### src/standby_defines.svh
// Bus codes, queue word widths and synchronizer depth for the standby target
`ifndef STANDBY_DEFINES_SVH
`define STANDBY_DEFINES_SVH

// Flops on each of SCL and SDA before decode
`define STBY_SYNC_STAGES 2

// I3C broadcast address
`define STBY_BCAST_ADDR 7'h7E

// Broadcast RSTACT command code
`define STBY_CCC_RSTACT 8'h2A

// Queue word widths
`define STBY_RX_DATA_W 8
`define STBY_DESC_W 32

`endif

### src/standby_pkg.sv
// Bus event, received byte, first-byte views and RX descriptor types
`include "standby_defines.svh"

package standby_pkg;

  // One-cycle condition pulses plus the synchronized data level
  typedef struct packed {
    logic start;
    logic rstart;
    logic stop;
    logic scl_rise;
    logic scl_fall;
    logic sda;
  } bus_event_t;

  typedef struct packed {
    logic [`STBY_RX_DATA_W-1:0] data;
    logic                       valid;
    logic                       is_first;
  } rx_byte_t;

  // Header byte after START or repeated START
  typedef struct packed {
    logic [6:0] addr;
    logic       rnw;
  } addr_byte_t;

  // Command byte after a broadcast write
  typedef struct packed {
    logic       direct;
    logic [6:0] code;
  } ccc_byte_t;

  typedef union packed {
    addr_byte_t as_addr;
    ccc_byte_t  as_ccc;
  } first_byte_u;

  typedef struct packed {
    logic [`STBY_DESC_W-27:0] reserved;
    logic                     ccc;
    logic                     overflow;
    logic                     rnw;
    logic [6:0]               addr;
    logic [15:0]              byte_count;
  } rx_desc_t;

endpackage

### src/bus_cond_detect.sv
// SCL/SDA synchronizer with START, repeated START, STOP and SCL edge decode
`timescale 1ns/1ps
`include "standby_defines.svh"

module bus_cond_detect (
  input  logic                    clk_i,
  input  logic                    arst_n_i,
  input  logic                    scl_i,
  input  logic                    sda_i,
  output standby_pkg::bus_event_t bus_event_o
);

  logic [`STBY_SYNC_STAGES-1:0] scl_sync;
  logic [`STBY_SYNC_STAGES-1:0] sda_sync;
  logic                         scl_s;
  logic                         sda_s;
  logic                         scl_q;
  logic                         sda_q;
  logic                         busy_q;
  logic                         sda_fall_hi;
  logic                         sda_rise_hi;

  // Idle bus reads high on both lines
  always_ff @(posedge clk_i or negedge arst_n_i) begin
    if (!arst_n_i) begin
      scl_sync <= '1;
      sda_sync <= '1;
    end else begin
      scl_sync <= {scl_sync[`STBY_SYNC_STAGES-2:0], scl_i};
      sda_sync <= {sda_sync[`STBY_SYNC_STAGES-2:0], sda_i};
    end
  end

  assign scl_s = scl_sync[`STBY_SYNC_STAGES-1];
  assign sda_s = sda_sync[`STBY_SYNC_STAGES-1];

  // Data line moving while clock stays high
  assign sda_fall_hi = scl_s & scl_q & sda_q & ~sda_s;
  assign sda_rise_hi = scl_s & scl_q & ~sda_q & sda_s;

  always_ff @(posedge clk_i or negedge arst_n_i) begin
    if (!arst_n_i) begin
      scl_q       <= 1'b1;
      sda_q       <= 1'b1;
      busy_q      <= 1'b0;
      bus_event_o <= '{sda: 1'b1, default: 1'b0};
    end else begin
      scl_q                <= scl_s;
      sda_q                <= sda_s;
      bus_event_o.start    <= sda_fall_hi & ~busy_q;
      bus_event_o.rstart   <= sda_fall_hi & busy_q;
      bus_event_o.stop     <= sda_rise_hi;
      bus_event_o.scl_rise <= scl_s & ~scl_q;
      bus_event_o.scl_fall <= ~scl_s & scl_q;
      bus_event_o.sda      <= sda_s;
      if (sda_fall_hi) begin
        busy_q <= 1'b1;
      end else if (sda_rise_hi) begin
        busy_q <= 1'b0;
      end
    end
  end

  // At most one bus condition per cycle
  assert property (@(posedge clk_i) disable iff (!arst_n_i)
    $onehot0({bus_event_o.start, bus_event_o.rstart, bus_event_o.stop}));

endmodule

### src/bus_byte_shifter.sv
// Bit to byte shifter with ninth-clock ACK drive on open-drain SDA
`timescale 1ns/1ps
`include "standby_defines.svh"

module bus_byte_shifter (
  input  logic                    clk_i,
  input  logic                    arst_n_i,
  input  standby_pkg::bus_event_t bus_event_i,
  input  logic                    ack_en_i,
  output standby_pkg::rx_byte_t   rx_byte_o,
  output logic                    sda_o
);

  logic [3:0]                 bit_cnt_q;
  logic                       active_q;
  logic                       first_q;
  logic [6:0]                 shift_q;
  logic                       ack_drive_q;
  logic                       byte_valid_q;
  logic                       byte_first_q;
  logic [`STBY_RX_DATA_W-1:0] byte_data_q;
  logic                       bit_rise;
  logic                       last_bit;
  logic                       any_start;

  assign any_start = bus_event_i.start | bus_event_i.rstart;
  assign bit_rise  = active_q & bus_event_i.scl_rise;
  assign last_bit  = (bit_cnt_q == 4'd7);

  // Framing: counts 0..7 for data bits, 8 for the ACK clock
  always_ff @(posedge clk_i or negedge arst_n_i) begin
    if (!arst_n_i) begin
      bit_cnt_q <= '0;
      active_q  <= 1'b0;
      first_q   <= 1'b0;
    end else if (any_start) begin
      bit_cnt_q <= '0;
      active_q  <= 1'b1;
      first_q   <= 1'b1;
    end else if (bus_event_i.stop) begin
      bit_cnt_q <= '0;
      active_q  <= 1'b0;
      first_q   <= 1'b0;
    end else if (bit_rise) begin
      if (bit_cnt_q == 4'd8) begin
        bit_cnt_q <= '0;
      end else begin
        bit_cnt_q <= bit_cnt_q + 4'd1;
      end
      if (last_bit) begin
        first_q <= 1'b0;
      end
    end
  end

  // MSB first
  always_ff @(posedge clk_i) begin
    if (bit_rise && bit_cnt_q < 4'd7) begin
      shift_q <= {shift_q[5:0], bus_event_i.sda};
    end
    if (bit_rise && last_bit) begin
      byte_data_q  <= {shift_q, bus_event_i.sda};
      byte_first_q <= first_q;
    end
  end

  always_ff @(posedge clk_i or negedge arst_n_i) begin
    if (!arst_n_i) begin
      byte_valid_q <= 1'b0;
    end else begin
      byte_valid_q <= bit_rise & last_bit & ~any_start & ~bus_event_i.stop;
    end
  end

  always_comb begin
    rx_byte_o.data     = byte_data_q;
    rx_byte_o.valid    = byte_valid_q;
    rx_byte_o.is_first = byte_first_q;
  end

  // Hold SDA low from the fall after bit 8 to the fall after the ninth clock
  always_ff @(posedge clk_i or negedge arst_n_i) begin
    if (!arst_n_i) begin
      ack_drive_q <= 1'b0;
    end else if (any_start || bus_event_i.stop) begin
      ack_drive_q <= 1'b0;
    end else if (bus_event_i.scl_fall) begin
      ack_drive_q <= active_q && (bit_cnt_q == 4'd8) && ack_en_i;
    end
  end

  assign sda_o = ~ack_drive_q;

  assert property (@(posedge clk_i) disable iff (!arst_n_i) bit_cnt_q <= 4'd8);

endmodule

### src/target_responder.sv
// Address match, RSTACT CCC, RX data and descriptor writes and ACK decision
`timescale 1ns/1ps
`include "standby_defines.svh"

module target_responder (
  input  logic                       clk_i,
  input  logic                       arst_n_i,
  input  standby_pkg::bus_event_t    bus_event_i,
  input  standby_pkg::rx_byte_t      rx_byte_i,
  input  logic                       i3c_mode_i,
  input  logic [6:0]                 target_sta_addr_i,
  input  logic [6:0]                 target_dyn_addr_i,
  input  logic                       target_dyn_addr_valid_i,
  output logic                       ack_en_o,
  output logic                       rx_queue_wvalid_o,
  input  logic                       rx_queue_wready_i,
  output logic [`STBY_RX_DATA_W-1:0] rx_queue_wdata_o,
  output logic                       rx_desc_queue_wvalid_o,
  input  logic                       rx_desc_queue_wready_i,
  output standby_pkg::rx_desc_t      rx_desc_queue_wdata_o,
  output logic [7:0]                 bus_addr_o,
  output logic                       bus_addr_valid_o,
  output logic [7:0]                 rst_action_o
);

  localparam logic [2:0] StIdle    = 3'd0;
  localparam logic [2:0] StData    = 3'd1;
  localparam logic [2:0] StCcc     = 3'd2;
  localparam logic [2:0] StDefByte = 3'd3;
  localparam logic [2:0] StCccIgn  = 3'd4;
  localparam logic [2:0] StNack    = 3'd5;

  localparam logic [7:0] RstactCode = `STBY_CCC_RSTACT;

  standby_pkg::first_byte_u   first_byte;
  logic [2:0]                 state_q;
  logic                       uni_match;
  logic                       bcast_match;
  logic                       matched;
  logic                       is_rstact;
  logic                       data_pend_q;
  logic                       desc_pend_q;
  logic [`STBY_RX_DATA_W-1:0] data_q;
  logic [15:0]                byte_count_q;
  logic                       overflow_q;
  logic                       ccc_q;
  logic [6:0]                 desc_addr_q;

  assign first_byte = rx_byte_i.data;

  // I2C uses the static address, I3C the dynamic one plus broadcast
  assign uni_match = i3c_mode_i ?
                     (target_dyn_addr_valid_i &&
                      first_byte.as_addr.addr == target_dyn_addr_i) :
                     (first_byte.as_addr.addr == target_sta_addr_i);
  assign bcast_match = i3c_mode_i && (first_byte.as_addr.addr == `STBY_BCAST_ADDR);

  assign is_rstact = (first_byte.as_ccc.direct == RstactCode[7]) &&
                     (first_byte.as_ccc.code == RstactCode[6:0]);

  assign matched = (state_q == StData) || (state_q == StCcc) ||
                   (state_q == StDefByte) || (state_q == StCccIgn);

  always_ff @(posedge clk_i or negedge arst_n_i) begin
    if (!arst_n_i) begin
      state_q          <= StIdle;
      ack_en_o         <= 1'b0;
      data_pend_q      <= 1'b0;
      desc_pend_q      <= 1'b0;
      bus_addr_valid_o <= 1'b0;
      byte_count_q     <= '0;
      overflow_q       <= 1'b0;
      ccc_q            <= 1'b0;
      rst_action_o     <= '0;
    end else begin
      data_pend_q      <= 1'b0;
      desc_pend_q      <= 1'b0;
      bus_addr_valid_o <= 1'b0;
      // Write cycle decides both the queue push and the ACK
      if (data_pend_q) begin
        ack_en_o <= rx_queue_wready_i;
        if (rx_queue_wready_i) begin
          byte_count_q <= byte_count_q + 16'd1;
        end else begin
          overflow_q <= 1'b1;
        end
      end
      if (bus_event_i.stop || bus_event_i.rstart) begin
        desc_pend_q <= matched;
        state_q     <= StIdle;
      end else if (rx_byte_i.valid && rx_byte_i.is_first) begin
        bus_addr_valid_o <= 1'b1;
        byte_count_q     <= '0;
        overflow_q       <= 1'b0;
        ccc_q            <= 1'b0;
        if (!first_byte.as_addr.rnw && uni_match) begin
          state_q  <= StData;
          ack_en_o <= 1'b1;
        end else if (!first_byte.as_addr.rnw && bcast_match) begin
          state_q  <= StCcc;
          ack_en_o <= 1'b1;
        end else begin
          state_q  <= StNack;
          ack_en_o <= 1'b0;
        end
      end else if (rx_byte_i.valid) begin
        case (state_q)
          StData: data_pend_q <= 1'b1;
          StCcc: begin
            ack_en_o <= 1'b1;
            if (is_rstact) begin
              ccc_q   <= 1'b1;
              state_q <= StDefByte;
            end else begin
              state_q <= StCccIgn;
            end
          end
          StDefByte: begin
            rst_action_o <= rx_byte_i.data;
            ack_en_o     <= 1'b1;
            state_q      <= StCccIgn;
          end
          StCccIgn: ack_en_o <= 1'b1;
          default:  ack_en_o <= 1'b0;
        endcase
      end
    end
  end

  always_ff @(posedge clk_i) begin
    if (rx_byte_i.valid) begin
      data_q <= rx_byte_i.data;
      if (rx_byte_i.is_first) begin
        bus_addr_o  <= rx_byte_i.data;
        desc_addr_q <= first_byte.as_addr.addr;
      end
    end
  end

  assign rx_queue_wvalid_o      = data_pend_q & rx_queue_wready_i;
  assign rx_queue_wdata_o       = data_q;
  assign rx_desc_queue_wvalid_o = desc_pend_q & rx_desc_queue_wready_i;

  // Only write transfers reach a descriptor
  always_comb begin
    rx_desc_queue_wdata_o            = '0;
    rx_desc_queue_wdata_o.byte_count = byte_count_q;
    rx_desc_queue_wdata_o.addr       = desc_addr_q;
    rx_desc_queue_wdata_o.rnw        = 1'b0;
    rx_desc_queue_wdata_o.overflow   = overflow_q;
    rx_desc_queue_wdata_o.ccc        = ccc_q;
  end

  // A data push follows a byte strobe of a matched write, with room in the queue
  assert property (@(posedge clk_i) disable iff (!arst_n_i)
    rx_queue_wvalid_o |-> rx_queue_wready_i && $past(rx_byte_i.valid) &&
                          state_q == StData);

endmodule

### src/controller_standby.sv
// Standby target top joining condition decode, byte shifter and responder
`timescale 1ns/1ps
`include "standby_defines.svh"

module controller_standby (
  input  logic                       clk_i,
  input  logic                       arst_n_i,
  input  logic                       scl_i,
  input  logic                       sda_i,
  output logic                       sda_o,
  output logic                       rx_queue_wvalid_o,
  input  logic                       rx_queue_wready_i,
  output logic [`STBY_RX_DATA_W-1:0] rx_queue_wdata_o,
  output logic                       rx_desc_queue_wvalid_o,
  input  logic                       rx_desc_queue_wready_i,
  output standby_pkg::rx_desc_t      rx_desc_queue_wdata_o,
  output logic                       bus_start_o,
  output logic                       bus_rstart_o,
  output logic                       bus_stop_o,
  output logic [7:0]                 bus_addr_o,
  output logic                       bus_addr_valid_o,
  input  logic                       i3c_mode_i,
  input  logic [6:0]                 target_sta_addr_i,
  input  logic [6:0]                 target_dyn_addr_i,
  input  logic                       target_dyn_addr_valid_i,
  output logic [7:0]                 rst_action_o
);

  standby_pkg::bus_event_t bus_event;
  standby_pkg::rx_byte_t   rx_byte;
  logic                    ack_en;

  assign bus_start_o  = bus_event.start;
  assign bus_rstart_o = bus_event.rstart;
  assign bus_stop_o   = bus_event.stop;

  bus_cond_detect u_bus_cond_detect (
    .clk_i       (clk_i),
    .arst_n_i    (arst_n_i),
    .scl_i       (scl_i),
    .sda_i       (sda_i),
    .bus_event_o (bus_event)
  );

  bus_byte_shifter u_bus_byte_shifter (
    .clk_i       (clk_i),
    .arst_n_i    (arst_n_i),
    .bus_event_i (bus_event),
    .ack_en_i    (ack_en),
    .rx_byte_o   (rx_byte),
    .sda_o       (sda_o)
  );

  target_responder u_target_responder (
    .clk_i                   (clk_i),
    .arst_n_i                (arst_n_i),
    .bus_event_i             (bus_event),
    .rx_byte_i               (rx_byte),
    .i3c_mode_i              (i3c_mode_i),
    .target_sta_addr_i       (target_sta_addr_i),
    .target_dyn_addr_i       (target_dyn_addr_i),
    .target_dyn_addr_valid_i (target_dyn_addr_valid_i),
    .ack_en_o                (ack_en),
    .rx_queue_wvalid_o       (rx_queue_wvalid_o),
    .rx_queue_wready_i       (rx_queue_wready_i),
    .rx_queue_wdata_o        (rx_queue_wdata_o),
    .rx_desc_queue_wvalid_o  (rx_desc_queue_wvalid_o),
    .rx_desc_queue_wready_i  (rx_desc_queue_wready_i),
    .rx_desc_queue_wdata_o   (rx_desc_queue_wdata_o),
    .bus_addr_o              (bus_addr_o),
    .bus_addr_valid_o        (bus_addr_valid_o),
    .rst_action_o            (rst_action_o)
  );

endmodule

### config.mk
export PLATFORM = sky130hd
export DESIGN_NAME = controller_standby
export DESIGN_NICKNAME = d
export VERILOG_FILES = /design/src/standby_pkg.sv /design/src/bus_cond_detect.sv /design/src/bus_byte_shifter.sv /design/src/target_responder.sv /design/src/controller_standby.sv
export VERILOG_INCLUDE_DIRS = /design/src
export SDC_FILE = /design/constraint.sdc
export NUM_CORES = 1
export LEC_CHECK = 0
export BUFFER_PORTS_ARGS = -buffer_cell sky130_fd_sc_hd__buf_2
export CAP_MARGIN = 15
export CORE_UTILIZATION = 37
export DETAILED_ROUTE_END_ITERATION = 7
export PLACE_DENSITY = 0.67
export SLEW_MARGIN = 20
export SYNTH_ARGS = -nofsm -noshare
export SYNTH_HDL_FRONTEND = slang
export SYNTH_SLANG_ARGS = --single-unit
### constraint.sdc
create_clock -name clk_i -period 1.6 [get_ports clk_i]
set_clock_uncertainty 0.1 [all_clocks]
set_input_delay 0.16 -clock clk_i [delete_from_list [all_inputs] [get_ports clk_i]]
set_output_delay 0.16 -clock clk_i [all_outputs]
set_load 0.02 [all_outputs]
Word-level counts from Yosys, hierarchy flattened
Index checks and enable logic that the tools add are counted.
- register bits after elaboration: 92
- bits in latches: 0
- bits in writable memories: 0
- bits in read-only memories: 0
- input bits: 22
- output and inout port bits: 63
- memories: 0
- $add $sub $neg: 2
- multipliers: 0
- div/mod/pow operators: 0
- order comparisons: 1
- eq/ne operators: 10
- shift-type cells: 0
- multiplexer cells: 48
- bitwise gates (word level): 27
- reduce and logical (&&, ||, !) cells: 32
- operator list (cell ; count):
    $mux 16 ; 4
    $mux 1 ; 32
    $mux 3 ; 6
    $add 16x1->16 const B ; 1
    $mux 4 ; 4
    $and 1x1->1 ; 15
    $eq 7x7->1 ; 2
    $reduce_bool 2->1 ; 6
    $not 1->1 ; 11
    $logic_and 1x1->1 ; 10
    $reduce_bool 3->1 ; 3
    $reduce_and 4->1 ; 2
    $eq 7x6->1 const B ; 1
    $eq 7x7->1 const B ; 1
    $eq 3x2->1 const B ; 2
    $pmux 3 s2 ; 1
    $reduce_and 2->1 ; 3
    $logic_or 1x1->1 ; 5
    $add 4x1->4 const B ; 1
    $eq 4x3->1 const B ; 1
    $eq 4x4->1 const B ; 1
    $lt 4x3->1 const B ; 1
    $reduce_bool 4->1 ; 1
    $eq 3x1->1 const B ; 1
    5 further kinds ; 5

Depth between registers and ports, before layout
- depth in word-level cells: 7
- depth in mapped cells: 7
- gate-level depth less buffers: 7

Hierarchy
Synthesis repeated with hierarchy kept, for this count alone.
- cells, all modules: 289
- area, all modules: 3624.7 µm²
- by module, submodules not included (module ; instances ; cells each ; area each (µm²) ; sequential area each (µm²)):
    target_responder ; 1 ; 204 ; 2337.2 ; 1306.3
    bus_byte_shifter ; 1 ; 61 ; 908.4 ; 680.7
    bus_cond_detect ; 1 ; 24 ; 379.1 ; 307.8

Worst setup path before layout
No wires, ideal clock.
- path kind: reg-to-reg
- start: reg u_bus_byte_shifter.bit_cnt_q[0]
- end: reg u_bus_byte_shifter.shift_q[0], enable pin
- setup time: 0.383 ns
- data arrival time: 1.267 ns
- required time: 1.117 ns
- slack: -0.150 ns
- cell stages (with the launch flop): 3
- buffers on the path: 0
- clock period less this slack: 1.750 ns
- path through: dfrtp_1 -> ha_1 -> a211oi_1
- cells in the longest elaborated chain, start to end: 2
- RTL lines (element ; RTL line ; RTL):
    start, declared ; bus_byte_shifter.sv:14 ; logic [3:0] bit_cnt_q;
    start signal, assigned ; bus_byte_shifter.sv:48 ; bit_cnt_q <= bit_cnt_q + 4'd1;
    $lt 4x3->1 ; bus_byte_shifter.sv:58 ; if (bit_rise && bit_cnt_q < 4'd7) begin
    $logic_and 1x1->1 ; bus_byte_shifter.sv:58 ;
    end signal, assigned ; bus_byte_shifter.sv:59 ; shift_q <= {shift_q[5:0], bus_event_i.sda};
    end, declared ; bus_byte_shifter.sv:17 ; logic [6:0] shift_q;
Every way passes these cells.
A chain may end at the register's enable or synchronous reset.

Final worst setup path
- start: reg u_bus_byte_shifter.byte_data_q[6]
- end: reg u_target_responder.ack_en_o
- cells in the longest elaborated chain, start to end: 7
- elaborated cells between the ends (all ways): 12
- RTL lines (element ; RTL line ; RTL):
    start, declared ; bus_byte_shifter.sv:21 ; logic [`STBY_RX_DATA_W-1:0] byte_data_q;
    start signal, assigned ; bus_byte_shifter.sv:62 ; byte_data_q <= {shift_q, bus_event_i.sda};
    $eq 7x7->1, on equally long branches ; n/a ;
    $logic_and 1x1->1, on equally long branches ; target_responder.sv:56, target_responder.sv:53 ;
    $logic_and 1x1->1 / $mux 1 (equally long branches) ; target_responder.sv:99, target_responder.sv:52 ;
    $mux 1 / $logic_and 1x1->1 (equally long branches) ; target_responder.sv:99, target_responder.sv:96 ;
    $mux 1 * ; target_responder.sv:96 ; if (!first_byte.as_addr.rnw && uni_match) begin
    $mux 1 * ; target_responder.sv:91 ; end else if (rx_byte_i.valid && rx_byte_i.is_first) begin
    $mux 1 * ; target_responder.sv:88 ; if (bus_event_i.stop || bus_event_i.rstart) begin
    end signal, assigned ; target_responder.sv:81 ; ack_en_o <= rx_queue_wready_i;
    end, declared ; target_responder.sv:14 ; output logic ack_en_o,
Mark *: on every way between the ends. The rest lies on a longest branch, timed or not.

==> impl_metrics.tcl <==
set metrics [dict create \
    syn_area_mm2 0.00358 \
    cts-root-buf "clkbuf_8" \
    async_reset_ff_frac 0.624 \
    cts_inserted_buffers 9 \
    p_leak_nw 2.23 \
    powerDensity_mw_per_mm2 926 \
    violations "setup timing" \
    min_path_type "in2reg" \
    worstPathArrival_ps 2000 \
    ys_ff_latch 85 \
    antenna_found_initial 0 \
    ant_nets 0 \
    max_freq_mhz 551 \
    avgSynthCellArea_um2 12.3 \
    holdWs_ps 37.1 \
    crit_end "u_target_responder.ack_en_o$_DFF_PN0_" \
    drive_gt1_frac 0.422 \
    yosys-top-cells-count "dfrtp_1 (47), nor2_1 (33), edfxtp_1 (32)" \
    clk_latency_ps 350 \
    initialDrtViolationCount 78 \
    post-place-ws_ps -173 \
    reg2reg_slack_ps -210 \
    die-area_mm2 0.0101 \
    rsz0062_at_grt "yes" \
    cp-start-kind "register" \
    avgViaCountPerCell 4.65 \
    fp.dieH_um 100 \
    rows 35 \
    ys_types 42 \
    grt_max_degree 54 \
    start_util 0.384 \
    setup_viol 5 \
    rr_worst_depth 6 \
    clock_path_buffers 2 \
    required_ps 1790 \
    period_share 1.13 \
    htreeDepth 3 \
    cp_max_fo 3 \
    io_pins 85 \
    p_total_mw 4.41 \
    status "complete, but fails checks" \
    yosysMostFrequentCell "dfrtp_1" \
    layout_setup_ws_ps -214 \
    core-area_mm2 0.00933 \
    clk_pin_slew_worst_paths_ps 90 \
    yosys-top-cells-area "dfrtp_1 (33%), edfxtp_1 (27%), xor2_1 (4.9%)" \
    clock-sinks 85 \
    globalRouteOverflowTotal 0 \
    die_x_um 100 \
    synthCells 292 \
    synthFlopType "dfrtp_1" \
    slew_viol_final 0 \
    crit_path_start "u_bus_byte_shifter.byte_data_q[6]$_DFFE_PP_" \
    synth_top_area_frac 0.329 \
    ir_drop_mv 0.406 \
    finalHoldViolations 0 \
    grt_usage 0.156 \
    crit-reg2reg-launch "u_bus_byte_shifter.byte_data_q[6]$_DFFE_PP_" \
    wire_per_inst_um 13.4 \
    areaGrowthSynthToFinish_pct 33.2 \
    grt_pass1_vias 2518 \
    cp-end-kind "register" \
    cts_tree "built" \
    ys_warn_count 0 \
    drt_wl_total_mm 7.43 \
    synth-edff-count 32 \
    dp_hpwl_mm 5.27 \
    criticalPathCategory "reg2reg" \
    reg2reg_to "u_target_responder.ack_en_o$_DFF_PN0_" \
    setup-tns-final_ps -702 \
    synth_area_leader_cell "dfrtp_1" \
    fin_crit_ps 1810 \
    place.gp.congestion 0.813 \
    n_antenna_cell 0 \
    io_buffers 77 \
    nets 444 \
    synth-seq-area-share 0.641 \
    final_util 0.511 \
    drc 0 \
    dr.pass1.iters 4 \
    grt_pass1_wl_mm 11.9 \
    drv_cap 0 \
    vias 2572 \
]
-- kinds of logic after synthesis --
family / count (synthesis) / synth area share
flops: 85 / 0.641
compound gates: 32 / 0.0521
fa+ha+maj: 3 / 0.0105
mux: 9 / 0.0280
xor+xnor: 26 / 0.0636
other cells: 1 / 0.00105
buf+inv: 32 / 0.0514
simple gates: 104 / 0.152
-- worst max-delay path, cell delays in order, from the launching register on --
cell	delay [ps]
edfxtp_1	440
buf_6	130
nand4_1	120
nor4_2	360
inv_1	90
a311oi_2	340
o32a_2	180
-- worst min-delay path by stage --
stage | endpoint | slack [ps] | cells after the start | from
finish | u_target_responder.overflow_q$_DFF_PN0_ | 40 | 4 | rx_queue_wready_i
detailed placement | u_target_responder.byte_count_q[9]$_DFF_PN0_ | 80 | 2 | arst_n_i
global placement | u_target_responder.byte_count_q[9]$_DFF_PN0_ | 80 | 2 | arst_n_i
floorplan | u_bus_byte_shifter.ack_drive_q$_DFFE_PN0P_ | -240 | 0 | arst_n_i
CTS | u_target_responder.overflow_q$_DFF_PN0_ | 20 | 4 | rx_queue_wready_i
global route | u_target_responder.overflow_q$_DFF_PN0_ | 40 | 4 | rx_queue_wready_i
-- report_power, final --
group	internal, mW	switching, mW
Combinational	0.104	0.145
Clock	1.06	0.719
Sequential	2.32	0.0626
Total	3.49	0.927
-- cells in the final DEF (no fill, tap or decap), drive strengths merged --
master / netlist / final
a211oi: 3 / 3
a21boi: 1 / 1
a21oi: 13 / 13
a311oi: 1 / 1
a31oi: 2 / 2
and2: 4 / 4
and3: 3 / 3
and4: 4 / 4
buf: 19 / 128
bufinv: 0 / 2
clkbuf: 2 / 13
clkinv: 0 / 1
conb: 1 / 7
dfrtp: 47 / 47
dfstp: 6 / 6
dlygate4sd3: 0 / 3
edfxtp: 32 / 32
ha: 3 / 3
inv: 11 / 11
mux2: 8 / 8
mux2i: 1 / 1
nand2: 14 / 14
nand2b: 1 / 1
nand3: 12 / 12
nand4: 10 / 10
nand4b: 1 / 1
nor2: 34 / 34
nor2b: 5 / 5
nor3: 6 / 6
nor3b: 1 / 1
nor4: 3 / 3
nor4b: 1 / 1
o21ai: 9 / 9
o22ai: 1 / 1
o31ai: 1 / 1
o32a: 1 / 1
or3: 5 / 5
xnor2: 6 / 6
xor2: 20 / 20
-- flip-flops by register name, summed over array words and instances (netlist names), 2 cells and up --
register and flops:
u_bus_cond_detect.scl_sync 2, u_bus_byte_shifter.bit_cnt_q 4, u_target_responder.byte_count_q 16, u_bus_byte_shifter.shift_q 7, u_target_responder.rst_action_o 8, u_target_responder.rx_queue_wdata_o 8, u_target_responder.state_q 3, u_bus_cond_detect.sda_sync 2
u_target_responder.desc_addr_q 7, u_bus_byte_shifter.byte_data_q 8, u_bus_cond_detect.bus_event_o 6
-- per-layer routing --
metal / track usage / vias up / wire length [um]
met5: 0 / - / 0
met4: 0.0747 / 0 / 92
li1: - / 1260 / -
met2: 0.258 / 55 / 3780
met1: 0.200 / 1250 / 3320
met3: 0.0251 / 7 / 244
-- area by class of cell --
| class | count | area, um^2 |
|---|---|---|
| Inverter | 11 | 41.3 |
| Tap cell | 129 | 161 |
| Multi-Input combinational cell | 181 | 1200 |
| Timing Repair Buffer | 131 | 822 |
| Fill cell | 826 | 4560 |
| Clock inverter | 3 | 65.1 |
| Sequential cell | 85 | 2300 |
| Clock buffer | 13 | 180 |
-- through the flow --
step	instances	area, um^2
floorplan	298	3630
global placement	522	4340
detailed placement	522	4340
CTS	544	4660
global route	553	4770
finish	553	4770
-- what timing repair did --
action | CTS | global route
gates resized for setup | 4 | 12
hold buffers | 3 | 0
endpoints found under the setup margin | 7 | 27
gates cloned | 0 | 0
endpoints found under the hold margin | 55 | 0
buffers inserted | 3 | 9
pin swaps | 3 | 14
Note: power is estimated with default switching activity, not from simulation.
